$ cat config.mk
export PLATFORM = sky130hd
export DESIGN_NAME = fma_top
export DESIGN_NICKNAME = d
export VERILOG_FILES = /design/src/source/fp32_pkg.sv /design/src/source/wb_pkg.sv /design/src/source/fma_align_add.sv /design/src/source/fma_normalize.sv /design/src/source/fma_product.sv /design/src/source/fma_top.sv /design/src/source/fma_unpack.sv /design/src/source/fma_wb_regs.sv
export VERILOG_INCLUDE_DIRS = /design/src /design/src/source
export SDC_FILE = /design/constraint.sdc
export NUM_CORES = 2
export LEC_CHECK = 0
export BUFFER_PORTS_ARGS = -buffer_cell sky130_fd_sc_hd__buf_2
export CAP_MARGIN = 20
export CORE_MARGIN = 2
export CORE_UTILIZATION = 25
export CTS_BUF_LIST = sky130_fd_sc_hd__clkbuf_4 sky130_fd_sc_hd__clkbuf_8 sky130_fd_sc_hd__clkbuf_16
export DETAILED_ROUTE_END_ITERATION = 8
export PLACE_DENSITY = 0.44
export SETUP_SLACK_MARGIN = 0.3
export SYNTH_ARGS = -nofsm -noshare
export SYNTH_HDL_FRONTEND = slang
export SYNTH_HIERARCHICAL = 1
export SYNTH_SLANG_ARGS = --single-unit
$ cat constraint.sdc
create_clock -name clk -period 10 [get_ports clk]
set_input_delay 1.5 -clock clk [delete_from_list [all_inputs] [get_ports clk]]
set_output_delay 1.5 -clock clk [all_outputs]
set_load 0.1 [all_outputs]
$ cat src/source/fma_defines.svh
/*
 * Build-time constants of the FMA unit.
 * Register addresses are word addresses on the 3-bit Wishbone adr field.
 * The queue depth bounds the number of operations that can be in flight.
 */
`ifndef FMA_DEFINES_SVH
`define FMA_DEFINES_SVH

`define FMA_LATENCY      4
`define FMA_QUEUE_DEPTH  4

// Register map
`define FMA_ADDR_A       3'd0
`define FMA_ADDR_B       3'd1
`define FMA_ADDR_C       3'd2
`define FMA_ADDR_RESULT  3'd3
`define FMA_ADDR_STATUS  3'd4

// Every NaN result uses this one quiet pattern
`define FMA_QNAN         32'h7FC00001

`endif

$ cat src/source/fp32_pkg.sv
/*
 * Single-precision float types shared by the pipeline stages.
 * Exponents between stages are signed 10-bit and may leave the
 * 0..255 range. Only the final pack clamps them.
 */
`default_nettype none

package fp32_pkg;

    typedef struct packed {
        logic        sign;
        logic [7:0]  exponent;
        logic [22:0] mantissa;
    } fp32_fields_t;

    // One operand word, raw on the bus or split into IEEE fields
    typedef union packed {
        logic [31:0]  raw;
        fp32_fields_t f;
    } fp32_u;

    typedef struct packed {
        logic is_nan;
        logic is_inf;
        logic is_zero;
    } fp_class_t;

    typedef struct packed {
        logic              prod_sign;
        logic signed [9:0] prod_exp;    // ea + eb - 127
        logic [23:0]       mant_a;
        logic [23:0]       mant_b;
        logic              c_sign;
        logic [7:0]        c_exp;       // Raw field, 0 for subnormal
        logic [23:0]       c_mant;
        fp_class_t         class_a;
        fp_class_t         class_b;
        fp_class_t         class_c;
    } unpack_stage_t;

    typedef struct packed {
        logic [47:0]       prod_mant;   // Binary point below bit 47
        logic signed [9:0] prod_exp;
        logic              prod_sign;
        fp_class_t         prod_class;
        logic              c_sign;
        logic [7:0]        c_exp;
        logic [23:0]       c_mant;
        fp_class_t         class_c;
    } product_stage_t;

    typedef struct packed {
        logic              special;
        logic [31:0]       special_result;
        logic              sign;
        logic signed [9:0] exp;
        logic [95:0]       mag;         // Binary point below bit 94
    } sum_stage_t;

endpackage

`default_nettype wire

$ cat src/source/wb_pkg.sv
/*
 * Wishbone classic request and response bundles.
 * Only full 32-bit word accesses exist, so sel is not carried.
 */
`default_nettype none

package wb_pkg;

    // Master to slave
    typedef struct packed {
        logic        cyc;
        logic        stb;
        logic        we;
        logic [2:0]  adr;   // Word address
        logic [31:0] dat;
    } wb_req_t;

    // Slave to master
    typedef struct packed {
        logic        ack;
        logic [31:0] dat;
    } wb_rsp_t;

endpackage

`default_nettype wire

$ cat src/source/fma_align_add.sv
/*
 * Stage 3 of the FMA pipeline.
 * Resolves special results first, else aligns product and c in a
 * 96-bit field with the leading one at bit 94, leaving bit 95 for the
 * carry. Bits shifted out of the smaller operand are dropped.
 */
`timescale 1ns/1ns
`default_nettype none
`include "fma_defines.svh"

module fma_align_add import fp32_pkg::*; (
    input  wire logic            clk,
    input  wire logic            rst_n,
    input  wire logic            in_valid,
    input  wire product_stage_t  in,
    output logic                 out_valid,
    output sum_stage_t           out
);

    logic signed [9:0] c_exp_eff;
    logic              prod_bigger;   // Product exponent >= c exponent
    logic [9:0]        shift;
    logic [95:0]       prod_ext;
    logic [95:0]       c_ext;
    logic [95:0]       prod_al;
    logic [95:0]       c_al;
    sum_stage_t        nxt;

    // ------------------------------------------------------------------
    // Alignment
    // ------------------------------------------------------------------
    assign c_exp_eff   = (in.c_exp == 8'h00) ? 10'sd1 : $signed({2'b00, in.c_exp});
    assign prod_bigger = in.prod_exp >= c_exp_eff;
    assign shift       = prod_bigger ? in.prod_exp - c_exp_eff : c_exp_eff - in.prod_exp;

    assign prod_ext = {1'b0, in.prod_mant, 47'h0};
    assign c_ext    = {1'b0, in.c_mant, 71'h0};
    assign prod_al  = prod_bigger ? prod_ext : prod_ext >> shift;
    assign c_al     = prod_bigger ? c_ext >> shift : c_ext;

    // ------------------------------------------------------------------
    // Special selection and add or subtract
    // ------------------------------------------------------------------
    always_comb begin
        nxt     = '0;
        nxt.exp = prod_bigger ? in.prod_exp : c_exp_eff;
        if (in.prod_class.is_nan || in.class_c.is_nan) begin
            nxt.special        = 1'b1;
            nxt.special_result = `FMA_QNAN;
        end else if (in.prod_class.is_inf && in.class_c.is_inf
                     && (in.prod_sign != in.c_sign)) begin
            nxt.special        = 1'b1;            // Inf minus inf
            nxt.special_result = `FMA_QNAN;
        end else if (in.prod_class.is_inf) begin
            nxt.special        = 1'b1;
            nxt.special_result = {in.prod_sign, 8'hFF, 23'h0};
        end else if (in.class_c.is_inf) begin
            nxt.special        = 1'b1;
            nxt.special_result = {in.c_sign, 8'hFF, 23'h0};
        end else if (in.prod_class.is_zero) begin
            nxt.special        = 1'b1;            // c goes out bit for bit
            nxt.special_result = {in.c_sign, in.c_exp, in.c_mant[22:0]};
        end else if (in.class_c.is_zero) begin
            nxt.sign = in.prod_sign;
            nxt.exp  = in.prod_exp;
            nxt.mag  = prod_ext;
        end else if (in.prod_sign == in.c_sign) begin
            nxt.sign = in.prod_sign;
            nxt.mag  = prod_al + c_al;
        end else if (prod_al >= c_al) begin
            nxt.sign = in.prod_sign;
            nxt.mag  = prod_al - c_al;
        end else begin
            nxt.sign = in.c_sign;
            nxt.mag  = c_al - prod_al;
        end
    end

    always_ff @(posedge clk) begin
        if (!rst_n) begin
            out_valid <= 1'b0;
        end else begin
            out_valid <= in_valid;
        end
    end

    always_ff @(posedge clk) begin
        if (in_valid) begin
            out <= nxt;
        end
    end

endmodule

`default_nettype wire

$ cat src/source/fma_normalize.sv
/*
 * Stage 4 of the FMA pipeline.
 * Normalizes the 96-bit magnitude, then packs with truncation.
 * A zero magnitude gives +0, exponents from 255 up give infinity
 * and exponents of 0 or below are shifted into a subnormal.
 */
`timescale 1ns/1ns
`default_nettype none

module fma_normalize import fp32_pkg::*; (
    input  wire logic        clk,
    input  wire logic        rst_n,
    input  wire logic        in_valid,
    input  wire sum_stage_t  in,
    output logic             out_valid,
    output fp32_u            out
);

    logic [6:0]        lz;
    logic [95:0]       norm;
    logic signed [9:0] norm_exp;
    logic [9:0]        sub_shift;
    logic [22:0]       sub_mant;
    fp32_u             res_word;

    // Leading zeros above the target bit 94
    function automatic logic [6:0] lead_zeros(input logic [94:0] v);
        logic [6:0] n;
        n = 7'd95;
        for (int i = 0; i < 95; i++) begin
            if (v[i]) begin
                n = 7'(94 - i);
            end
        end
        return n;
    endfunction

    assign lz = lead_zeros(in.mag[94:0]);

    always_comb begin
        if (in.mag[95]) begin            // Carry out of the add
            norm     = in.mag >> 1;
            norm_exp = in.exp + 10'sd1;
        end else begin
            norm     = in.mag << lz;
            norm_exp = in.exp - $signed({3'b000, lz});
        end
    end

    assign sub_shift = 10'sd1 - norm_exp;
    assign sub_mant  = 23'(norm[94:71] >> sub_shift);

    // ------------------------------------------------------------------
    // Pack
    // ------------------------------------------------------------------
    always_comb begin
        res_word.raw = 32'h0;
        if (in.special) begin
            res_word.raw = in.special_result;
        end else if (in.mag == '0) begin
            res_word.raw = 32'h0;        // Exact cancellation
        end else if (norm_exp >= 10'sd255) begin
            res_word.f = {in.sign, 8'hFF, 23'h0};
        end else if (norm_exp <= 10'sd0) begin
            res_word.f = {in.sign, 8'h00, sub_mant};
        end else begin
            res_word.f = {in.sign, norm_exp[7:0], norm[93:71]};
        end
    end

    always_ff @(posedge clk) begin
        if (!rst_n) begin
            out_valid <= 1'b0;
        end else begin
            out_valid <= in_valid;
        end
    end

    always_ff @(posedge clk) begin
        if (in_valid) begin
            out <= res_word;
        end
    end

endmodule

`default_nettype wire

$ cat src/source/fma_product.sv
/*
 * Stage 2 of the FMA pipeline.
 * Full 24x24 mantissa product, normalized once so that the leading one
 * of a normal product lands on bit 47. Subnormal inputs may leave
 * leading zeros, which stage 4 removes.
 */
`timescale 1ns/1ns
`default_nettype none

module fma_product import fp32_pkg::*; (
    input  wire logic           clk,
    input  wire logic           rst_n,
    input  wire logic           in_valid,
    input  wire unpack_stage_t  in,
    output logic                out_valid,
    output product_stage_t      out
);

    logic [47:0] raw_prod;
    fp_class_t   pcls;

    assign raw_prod = in.mant_a * in.mant_b;

    // Class of a times b
    assign pcls.is_nan  = in.class_a.is_nan || in.class_b.is_nan
                       || (in.class_a.is_inf && in.class_b.is_zero)
                       || (in.class_a.is_zero && in.class_b.is_inf);
    assign pcls.is_inf  = in.class_a.is_inf || in.class_b.is_inf;
    assign pcls.is_zero = in.class_a.is_zero || in.class_b.is_zero;

    always_ff @(posedge clk) begin
        if (!rst_n) begin
            out_valid <= 1'b0;
        end else begin
            out_valid <= in_valid;
        end
    end

    always_ff @(posedge clk) begin
        if (in_valid) begin
            if (raw_prod[47]) begin             // Product in [2,4)
                out.prod_mant <= raw_prod;
                out.prod_exp  <= in.prod_exp + 10'sd1;
            end else begin
                out.prod_mant <= raw_prod << 1;
                out.prod_exp  <= in.prod_exp;
            end
            out.prod_sign  <= in.prod_sign;
            out.prod_class <= pcls;
            out.c_sign     <= in.c_sign;
            out.c_exp      <= in.c_exp;
            out.c_mant     <= in.c_mant;
            out.class_c    <= in.class_c;
        end
    end

endmodule

`default_nettype wire

$ cat src/source/fma_top.sv
/*
 * FMA unit top level computing a * b + c.
 * Register block on the Wishbone side, then four pipeline stages.
 * Results come back through the register block's result queue.
 */
`timescale 1ns/1ns
`default_nettype none

module fma_top import fp32_pkg::*, wb_pkg::*; (
    input  wire logic     clk,
    input  wire logic     rst_n,
    input  wire wb_req_t  bus_req,
    output wb_rsp_t       bus_rsp
);

    logic           issue_valid;
    fp32_u          issue_a;
    fp32_u          issue_b;
    fp32_u          issue_c;
    logic           s1_valid;
    unpack_stage_t  s1;
    logic           s2_valid;
    product_stage_t s2;
    logic           s3_valid;
    sum_stage_t     s3;
    logic           res_valid;
    fp32_u          res;

    fma_wb_regs u_regs (
        .clk          (clk),
        .rst_n        (rst_n),
        .bus_req      (bus_req),
        .bus_rsp      (bus_rsp),
        .issue_valid  (issue_valid),
        .issue_a      (issue_a),
        .issue_b      (issue_b),
        .issue_c      (issue_c),
        .result_valid (res_valid),
        .result       (res)
    );

    // ------------------------------------------------------------------
    // Pipeline
    // ------------------------------------------------------------------
    fma_unpack u_unpack (
        .clk       (clk),
        .rst_n     (rst_n),
        .in_valid  (issue_valid),
        .a         (issue_a),
        .b         (issue_b),
        .c         (issue_c),
        .out_valid (s1_valid),
        .out       (s1)
    );

    fma_product u_product (
        .clk       (clk),
        .rst_n     (rst_n),
        .in_valid  (s1_valid),
        .in        (s1),
        .out_valid (s2_valid),
        .out       (s2)
    );

    fma_align_add u_align_add (
        .clk       (clk),
        .rst_n     (rst_n),
        .in_valid  (s2_valid),
        .in        (s2),
        .out_valid (s3_valid),
        .out       (s3)
    );

    fma_normalize u_normalize (
        .clk       (clk),
        .rst_n     (rst_n),
        .in_valid  (s3_valid),
        .in        (s3),
        .out_valid (res_valid),
        .out       (res)
    );

endmodule

`default_nettype wire

$ cat src/source/fma_unpack.sv
/*
 * Stage 1 of the FMA pipeline.
 * Splits a, b and c into fields and flags NaN, infinity and zero.
 * Subnormals get a zero hidden bit and count as exponent 1 in the
 * product exponent sum. One cycle of latency, never stalls.
 */
`timescale 1ns/1ns
`default_nettype none

module fma_unpack import fp32_pkg::*; (
    input  wire logic    clk,
    input  wire logic    rst_n,
    input  wire logic    in_valid,
    input  wire fp32_u   a,
    input  wire fp32_u   b,
    input  wire fp32_u   c,
    output logic         out_valid,
    output unpack_stage_t out
);

    logic [9:0] ea_eff;
    logic [9:0] eb_eff;

    function automatic fp_class_t classify(input fp32_u v);
        fp_class_t cls;
        cls.is_nan  = (v.f.exponent == 8'hFF) && (v.f.mantissa != '0);
        cls.is_inf  = (v.f.exponent == 8'hFF) && (v.f.mantissa == '0);
        cls.is_zero = (v.f.exponent == 8'h00) && (v.f.mantissa == '0);
        return cls;
    endfunction

    // Subnormal exponent field reads as 1
    assign ea_eff = (a.f.exponent == 8'h00) ? 10'd1 : {2'b00, a.f.exponent};
    assign eb_eff = (b.f.exponent == 8'h00) ? 10'd1 : {2'b00, b.f.exponent};

    always_ff @(posedge clk) begin
        if (!rst_n) begin
            out_valid <= 1'b0;
        end else begin
            out_valid <= in_valid;
        end
    end

    always_ff @(posedge clk) begin
        if (in_valid) begin
            out.prod_sign <= a.f.sign ^ b.f.sign;
            out.prod_exp  <= ea_eff + eb_eff - 10'd127;   // Wraps into signed range
            out.mant_a    <= {a.f.exponent != 8'h00, a.f.mantissa};
            out.mant_b    <= {b.f.exponent != 8'h00, b.f.mantissa};
            out.c_sign    <= c.f.sign;
            out.c_exp     <= c.f.exponent;
            out.c_mant    <= {c.f.exponent != 8'h00, c.f.mantissa};
            out.class_a   <= classify(a);
            out.class_b   <= classify(b);
            out.class_c   <= classify(c);
        end
    end

endmodule

`default_nettype wire

$ cat src/source/fma_wb_regs.sv
/*
 * Wishbone classic slave for the FMA unit.
 * ack comes one cycle after cyc and stb. A C write is held off while
 * queued plus in-flight results fill the queue, so the pipeline never
 * stalls. Reading an empty RESULT gives zero. sel is ignored.
 */
`timescale 1ns/1ns
`default_nettype none
`include "fma_defines.svh"

module fma_wb_regs import fp32_pkg::*, wb_pkg::*; (
    input  wire logic     clk,
    input  wire logic     rst_n,
    input  wire wb_req_t  bus_req,
    output wb_rsp_t       bus_rsp,
    output logic          issue_valid,
    output fp32_u         issue_a,
    output fp32_u         issue_b,
    output fp32_u         issue_c,
    input  wire logic     result_valid,
    input  wire fp32_u    result
);

    localparam int QW = $clog2(`FMA_QUEUE_DEPTH + 1);
    localparam int PW = $clog2(`FMA_QUEUE_DEPTH);
    localparam int FW = $clog2(`FMA_LATENCY + 1);

    fp32_u         reg_a;
    fp32_u         reg_b;
    fp32_u         reg_c;
    logic [31:0]   queue [`FMA_QUEUE_DEPTH];
    logic [PW-1:0] wr_ptr;
    logic [PW-1:0] rd_ptr;
    logic [QW-1:0] count;
    logic [FW-1:0] inflight;      // Issued, not yet in the queue
    logic          ack_q;
    logic [31:0]   rdat_q;
    logic          c_write;
    logic          no_room;
    logic          go;
    logic          pop;

    // ------------------------------------------------------------------
    // Access decode
    // ------------------------------------------------------------------
    assign c_write = bus_req.we && (bus_req.adr == `FMA_ADDR_C);
    assign no_room = (count + inflight) >= `FMA_QUEUE_DEPTH;
    assign go      = bus_req.cyc && bus_req.stb && !ack_q && !(c_write && no_room);
    assign pop     = go && !bus_req.we && (bus_req.adr == `FMA_ADDR_RESULT)
                  && (count != '0);

    always_ff @(posedge clk) begin
        if (!rst_n) begin
            ack_q       <= 1'b0;
            issue_valid <= 1'b0;
            inflight    <= '0;
            count       <= '0;
            wr_ptr      <= '0;
            rd_ptr      <= '0;
            reg_a       <= '0;
            reg_b       <= '0;
            reg_c       <= '0;
        end else begin
            ack_q       <= go;
            issue_valid <= go && c_write;   // Issue shares the ack cycle
            inflight    <= inflight + FW'(go && c_write) - FW'(result_valid);
            count       <= count + QW'(result_valid) - QW'(pop);
            if (result_valid) begin
                wr_ptr <= wr_ptr + 1'b1;
            end
            if (pop) begin
                rd_ptr <= rd_ptr + 1'b1;
            end
            if (go && bus_req.we) begin
                case (bus_req.adr)
                    `FMA_ADDR_A: reg_a.raw <= bus_req.dat;
                    `FMA_ADDR_B: reg_b.raw <= bus_req.dat;
                    `FMA_ADDR_C: reg_c.raw <= bus_req.dat;
                    default: ;                      // RESULT, STATUS dropped
                endcase
            end
        end
    end

    // Result queue and read data
    always_ff @(posedge clk) begin
        if (result_valid) begin
            queue[wr_ptr] <= result.raw;
        end
        if (go && !bus_req.we) begin
            case (bus_req.adr)
                `FMA_ADDR_A:      rdat_q <= reg_a.raw;
                `FMA_ADDR_B:      rdat_q <= reg_b.raw;
                `FMA_ADDR_C:      rdat_q <= reg_c.raw;
                `FMA_ADDR_RESULT: rdat_q <= (count != '0) ? queue[rd_ptr] : 32'h0;
                `FMA_ADDR_STATUS: rdat_q <= {28'h0, inflight != '0, count};
                default:          rdat_q <= 32'h0;
            endcase
        end
    end

    assign bus_rsp.ack = ack_q;
    assign bus_rsp.dat = rdat_q;

    assign issue_a = reg_a;
    assign issue_b = reg_b;
    assign issue_c = reg_c;

endmodule

`default_nettype wire

=== Word level (Yosys, flattened, before mapping) ===
Memory sizes are Yosys's and may differ from the RTL's. A register that Yosys moved wholly into a read port is not among the register bits.
Index checks and enable logic that the tools add are counted.

* Memories: 1
* Memory bits (writable): 128
* Word-level logic and storage cells: 280
* Output and inout bits: 33
* Register bits: 515
* Input port bits: 40

* Muxes and demuxes: 130
* Multiply operators: 1
* Equal/unequal tests: 9
* Reductions and logical operators: 57
* Order comparisons: 5
* $add $sub $neg: 18
* Shifts and indexed selects: 4
* Bitwise operators: 2

{| class="wikitable"
|+ Memory list
! memory !! words !! width !! rd ports !! clocked after Yosys merged registers in !! wr ports !! RTL line !! text
|-
| u_regs.queue || 4 || 32 || 1 || 1 || 1 || fma_wb_regs.sv:31 || <nowiki>logic [31:0] queue [`FMA_QUEUE_DEPTH];</nowiki>
|}

{| class="wikitable"
|+ Operators with widths
! kind !! count
|-
| $mux W7 || 94
|-
| $mux W106 || 5
|-
| $mux W96 || 5
|-
| $shr A95 B10 Y96 || 2
|-
| $sub A96 B96 Y96 || 2
|-
| $mux W32 || 5
|-
| $pmux W32 S5 || 1
|-
| $add A96 B96 Y96 || 1
|-
| $ge A96 B96 Y1 || 1
|-
| $logic_not A96 Y1 || 1
|-
| $shl A96 B7 Y95 || 1
|-
| $mux W95 || 1
|-
| $logic_not A23 Y1 || 3
|-
| $reduce_bool A23 Y1 || 3
|-
| $mux W31 || 2
|-
| $mux W57 || 1
|-
| $mul A24 B24 Y48 || 1
|-
| $mux W10 || 4
|-
| $mux W33 || 1
|-
| $ge A32 B3 Y1 const B || 1
|-
| $logic_not A8 Y1 || 4
|-
| $eq A8 B8 Y1 const B || 3
|-
| $mux W8 || 3
|-
| $reduce_bool A8 Y1 || 3
|-
| 33 further kinds || 78
|}

=== Logic depth before layout (Yosys ltp) ===
* Depth after elaboration: 103
* Mapped depth: 49
* Depth with buffers taken out: 43

=== Hierarchy ===
Netlist, hierarchy kept.

{| class="wikitable"
|+ By module, submodules not included
! module !! cells each !! area an instance (um2) !! sequential area each (um2) !! instances
|-
| fma_align_add || 4798 || 33126.8 || 4224.1 || 1
|-
| fma_product || 2392 || 22957.0 || 2962.8 || 1
|-
| fma_normalize || 2026 || 14117.3 || 980.9 || 1
|-
| fma_wb_regs || 789 || 11110.7 || 7006.7 || 1
|-
| fma_unpack || 221 || 3857.4 || 3052.9 || 1
|}

=== Worst setup path after synthesis ===
Ideal clock, no wire load.

* Path type: register -> register
* Start point: register u_product/out[33] (netlist bit)
* End point: register u_align_add/out[92] (netlist bit), data pin
* Path buffers: 6
* Arrival: 8.615 ns
* Required time: 9.739 ns
* Library setup time: 0.261 ns
* Clock period less this slack: 8.876 ns
* Cell stages (with the launch flop): 46
* Path slack: 1.124 ns
* Path through: edfxtp_1 nor4_1 a41oi_1 inv_1 ha_1 inv_1 fa_1 and3_1 o311a_4 a32o_2 or4_1 buf_4 nand2_4 buf_6 buf_6 buf_4 buf_2 buf_1 [... 10 more ...] o21bai_1 a21oi_1 o21bai_1 a21oi_1 o221ai_1 a2111oi_0 o31ai_1 a21oi_1 o31ai_1 a211oi_1 nor3_1 o2111ai_1 a21oi_1 nor2_1 a2111oi_0 o21ai_1 and3_1 o311a_1

* Cells in the longest elaborated chain, start to end: 10
* Elaborated cells between the ends (all ways): 17
* Classes of those cells: add/sub: 5; order compare: 2; shift: 2; mux: 7; reduce/logical: 1

{| class="wikitable"
|+ Ends and longest elaborated chain
! what !! RTL line !! text
|-
| start, declared || fma_product.sv:16 || <nowiki>output product_stage_t out</nowiki>
|-
| $logic_not A8 Y1 || fma_align_add.sv:32 || <nowiki>assign c_exp_eff = (in.c_exp == 8'h00) ? 10'sd1 : $signed({2'b00, in.c_exp});</nowiki>
|-
| $mux W8 (*) || fma_align_add.sv:32 ||
|-
| $sub A10 B10 Y10 or $ge A10 B10 Y1 (tied branches) || fma_align_add.sv:34, fma_align_add.sv:33 ||
|-
| $mux W10 || fma_align_add.sv:34 || <nowiki>assign shift = prod_bigger ? in.prod_exp - c_exp_eff : c_exp_eff - in.prod_exp;</nowiki>
|-
| $shr A95 B10 Y96, on equally long branches || fma_align_add.sv:39, fma_align_add.sv:38 ||
|-
| $mux W96, on equally long branches || fma_align_add.sv:39, fma_align_add.sv:38 ||
|-
| $sub A96 B96 Y96, or another cell as far along || fma_align_add.sv:75 || <nowiki>nxt.mag = c_al - prod_al;</nowiki>
|-
| $mux W96 || fma_align_add.sv:70 || <nowiki>end else if (prod_al >= c_al) begin</nowiki>
|-
| $mux W96 (*) || fma_align_add.sv:67 || <nowiki>end else if (in.prod_sign == in.c_sign) begin</nowiki>
|-
| $mux W96 (*) || fma_align_add.sv:63 || <nowiki>end else if (in.class_c.is_zero) begin</nowiki>
|-
| end signal, assigned || fma_align_add.sv:89 || <nowiki>out <= nxt;</nowiki>
|-
| end, declared || fma_align_add.sv:17 || <nowiki>output sum_stage_t out</nowiki>
|}

Every way passes the cells marked *; elsewhere a longest branch is shown, timed or not.
A chain may end at the register's enable or synchronous reset.

=== Worst setup path after layout ===
* Start point: register u_product/out[33] (netlist bit)
* End point: register u_align_add/out[91] (netlist bit), data pin

Same word-level chain as after synthesis.

==> impl_metrics.toml <==
[sta]
finalHoldViolations = 0
fin_skew_ns = 0.07130
slew_viol_final = 3
rsz0062_at_grt = "true"
whs_ns = 0.4179
worst_pin_slew_ns = 1.527
setup_slack_ns = 0.2133
max-slew-margin-rel_pct = -1.803
period_share_pct = 97.87
fmax_ghz = 0.1022
report.final.setup_viol = 0
min_period_ns = 9.787

[clocking]
clk_pin_slew_ns = 0.07
clock-root-buffer = "clkbuf_16"
cts_max_path_buffers = 3
cts_tree = "done"
htreeDepth = 3
clock_sinks = 645
numCtsBuffers = 77
clock_latency_ns = 0.74

[synth]
seq_area_frac_synth_pct = 21.40
synth_top_family_by_area = "compound AO/OA/AOI/OAI gates"
ys_ff_latch = 645
syn_nets = 11230
synth-edff-count = 531
ys_types = 147
synth_area_leaders = "edfxtp_1, fa_1, ha_1, mux2i_1, nand2_1"
avgSynthCellArea_um2 = 8.329
async_flop_share_pct = 0
synth_cells = 10230
yosys.area.top_type_share_pct = 18.72
synth-simple-area-share_pct = 18.77
synthXorXnorAreaFrac_pct = 2.146
synth_fa_ha_area_share_pct = 18.47
synth_area_mm2 = 0.08517
synth_top_cell_by_area = "edfxtp_1"
synth_ff_type = "edfxtp_1"
yosysWarningCount = 6
synth_compound_area_share_pct = 22.43
synthMuxAreaShare_pct = 9.016

[placement]
dp_slack_ns = -1.660
hpwl_um = 432400
io_buffers = 72
gp_congestion = 1.039
place_inst = 16180

[critical_path]
r2r_setup_slack_ns = 0.21
cpMostUsedCell = "buf_4"
cp.arrival_ns = 10.22
cpPeakStageDelay_ns = 0.46
critPathMaxFanout = 13
worst_path_max_delay_cell = "or4_4"
cp.required_ns = 10.44
path_class = "flip-flop to flip-flop"
critPathLaunchType = "flip-flop"
cp-end-kind = "flip-flop"

[power]
p_sw_w = 0.001563
peakVddDrop_mv = 0.1274
p_int_w = 0.004689
p_clk_share_pct = 47.2
pwr-share-seq_pct = 46.2
p_leak_nw = 47.78
power.density_mw_per_mm2 = 56.35
switching_share_pct = 25.00
p_comb_share_pct = 6.6

[floorplan]
rows = 214
initial_core_util_pct = 25.09
io-pin-count = 73
die_h_um = 587.7
dieArea_mm2 = 0.3454
fp.dieW_um = 587.7
core_area_mm2 = 0.3395

[hold_path]
hold_class = "flip-flop to flip-flop"

[global_routing]
grt_remaining_overflow = 0
grt_max_degree = 142
antenna_found_initial = 27
grt_first_pass_wirelength_um = 722000
grt_use_total_pct = 29.14
grt_pass1_vias = 90330

[finish]
final_common_cell = "buf_4"
drive_above_1_share_pct = 26.24
finalNetCount = 12830
final_cells = 16440
syn_to_final_growth_pct = 30.25
mostFrequentLayoutCells = "buf_4, nand2_1, inv_1, nor2_1, a21oi_1"

[routing]
firstDrtPassIters = 6
wl_um = 524700
viasPerCell = 5.564
ant_nets = 0
num_vias = 91450
drtIter0Drc = 9930
wl_per_cell_um = 31.92
drc = 0

[job]
drv_cap = 0

[status]
status = "finished with violations"
failed_checks = "slew limit"
==> flip-flops by register name, indices dropped and copies added, names as in the netlist, named ones only <==
| name | cells |
|---|---|
| u_align_add/out | 140 |
| u_align_add/out_valid | 1 |
| u_normalize/out | 32 |
| u_normalize/out_valid | 1 |
| u_product/out | 98 |
| u_product/out_valid | 1 |
| u_regs/ack_q | 1 |
| u_regs/count | 3 |
| u_regs/inflight | 3 |
| u_regs/issue_a | 32 |
| u_regs/issue_b | 32 |
| u_regs/issue_c | 32 |
| u_regs/issue_valid | 1 |
| u_regs/queue | 128 |
| u_regs/rd_ptr | 2 |
| u_regs/rdat_q | 32 |
| u_regs/wr_ptr | 2 |
| u_unpack/out | 101 |
| u_unpack/out_valid | 1 |
==> cell usage after synthesis, drive strengths merged, types with 233 or more instances <==
cell / n
nand2: 1149
buf: 233
nor2: 721
inv: 927
edfxtp: 531
fa: 489
and2: 361
clkbuf: 461
o21ai: 523
nor3: 247
mux2i: 511
a21oi: 729
ha: 475
==> worst paths after layout <==
kind,start,to,depth (start not counted)
worst max-delay path,u_product/out[33],u_align_add/out[91],41
worst min-delay path,u_unpack/out[13],u_product/out[7],0
worst max register to register,u_product/out[33],u_align_add/out[91],41
worst min register to register,u_unpack/out[13],u_product/out[7],0
==> layer usage <==
metal | vias to the layer above | share of wire [%] | track usage, %
li1 | 40020 | - | -
met1 | 46540 | 43 | 39.03
met2 | 3996 | 45 | 47.24
met3 | 874 | 6.4 | 3.609
met4 | 16 | 5.1 | 12.10
met5 | - | 0.022 | 0
==> area by class of cell <==
| type | instances | area, um2 |
|---|---|---|
| well taps | 4536 | 5675 |
| clock inverters | 39 | 489.2 |
| inverters | 934 | 3513 |
| clock buffers | 101 | 2181 |
| fillers | 36340 | 228600 |
| flip-flops and latches | 645 | 18240 |
| multi-input cells | 7953 | 63020 |
| repair buffers | 2218 | 17780 |
| diodes | 11 | 27.53 |
==> metrics by stage <==
stage	power (W)	util [%]	setup TNS (ns)	cell area, um2
3_5_place_dp	0.003324	30.76	-58.65	104400
2_1_floorplan	0.003127	-	0	85170
3_3_place_gp	0.003326	30.74	-62.25	104400
4_1_cts	0.006296	31.76	0	107800
5_1_grt	0.006428	32.67	0	110900
6_report	0.006251	32.67	0	110900
==> critical path, delay by kind of cell (launching register included) <==
| family | cells | cell delay [ns] |
|---|---|---|
| compound gates | 16 | 3.88 |
| buf+inv | 15 | 2.62 |
| simple gates | 7 | 1.74 |
| fa+ha+maj | 3 | 0.76 |
| flops | 1 | 0.43 |
==> power groups by stage <==
| stage | combinational [W] | clock (W) | sequential (W) |
|---|---|---|---|
| floorplan | 0.000165 | 0 | 0.00296 |
| global placement | 0.000381 | 0 | 0.00294 |
| detailed placement | 0.000380 | 0 | 0.00294 |
| CTS | 0.000386 | 0.00302 | 0.00289 |
| global route | 0.000431 | 0.00311 | 0.00289 |
| finish | 0.000415 | 0.00295 | 0.00289 |
==> logic make-up (layout without fill, tap and decap cells) <==
group | count (synthesis) | after routing
adder cells (fa/ha/maj) | 964 | 964
other | 0 | 11
AND/OR/NAND/NOR | 3320 | 3320
buffers and inverters | 1628 | 3292
XOR/XNOR | 207 | 207
multiplexers | 676 | 676
AO/OA/AOI/OAI | 2786 | 2786
flip-flops | 645 | 645
==> what timing repair did <==
| action | in CTS | in global routing |
|---|---|---|
| setup endpoints to repair | 96 | 95 |
| pin swaps | 32 | 200 |
| gates resized for setup | 147 | 485 |
| gates cloned | 0 | 8 |
| setup buffers | 14 | 86 |
| hold buffers | 0 | 0 |
(Power assumes the default switching activity.)
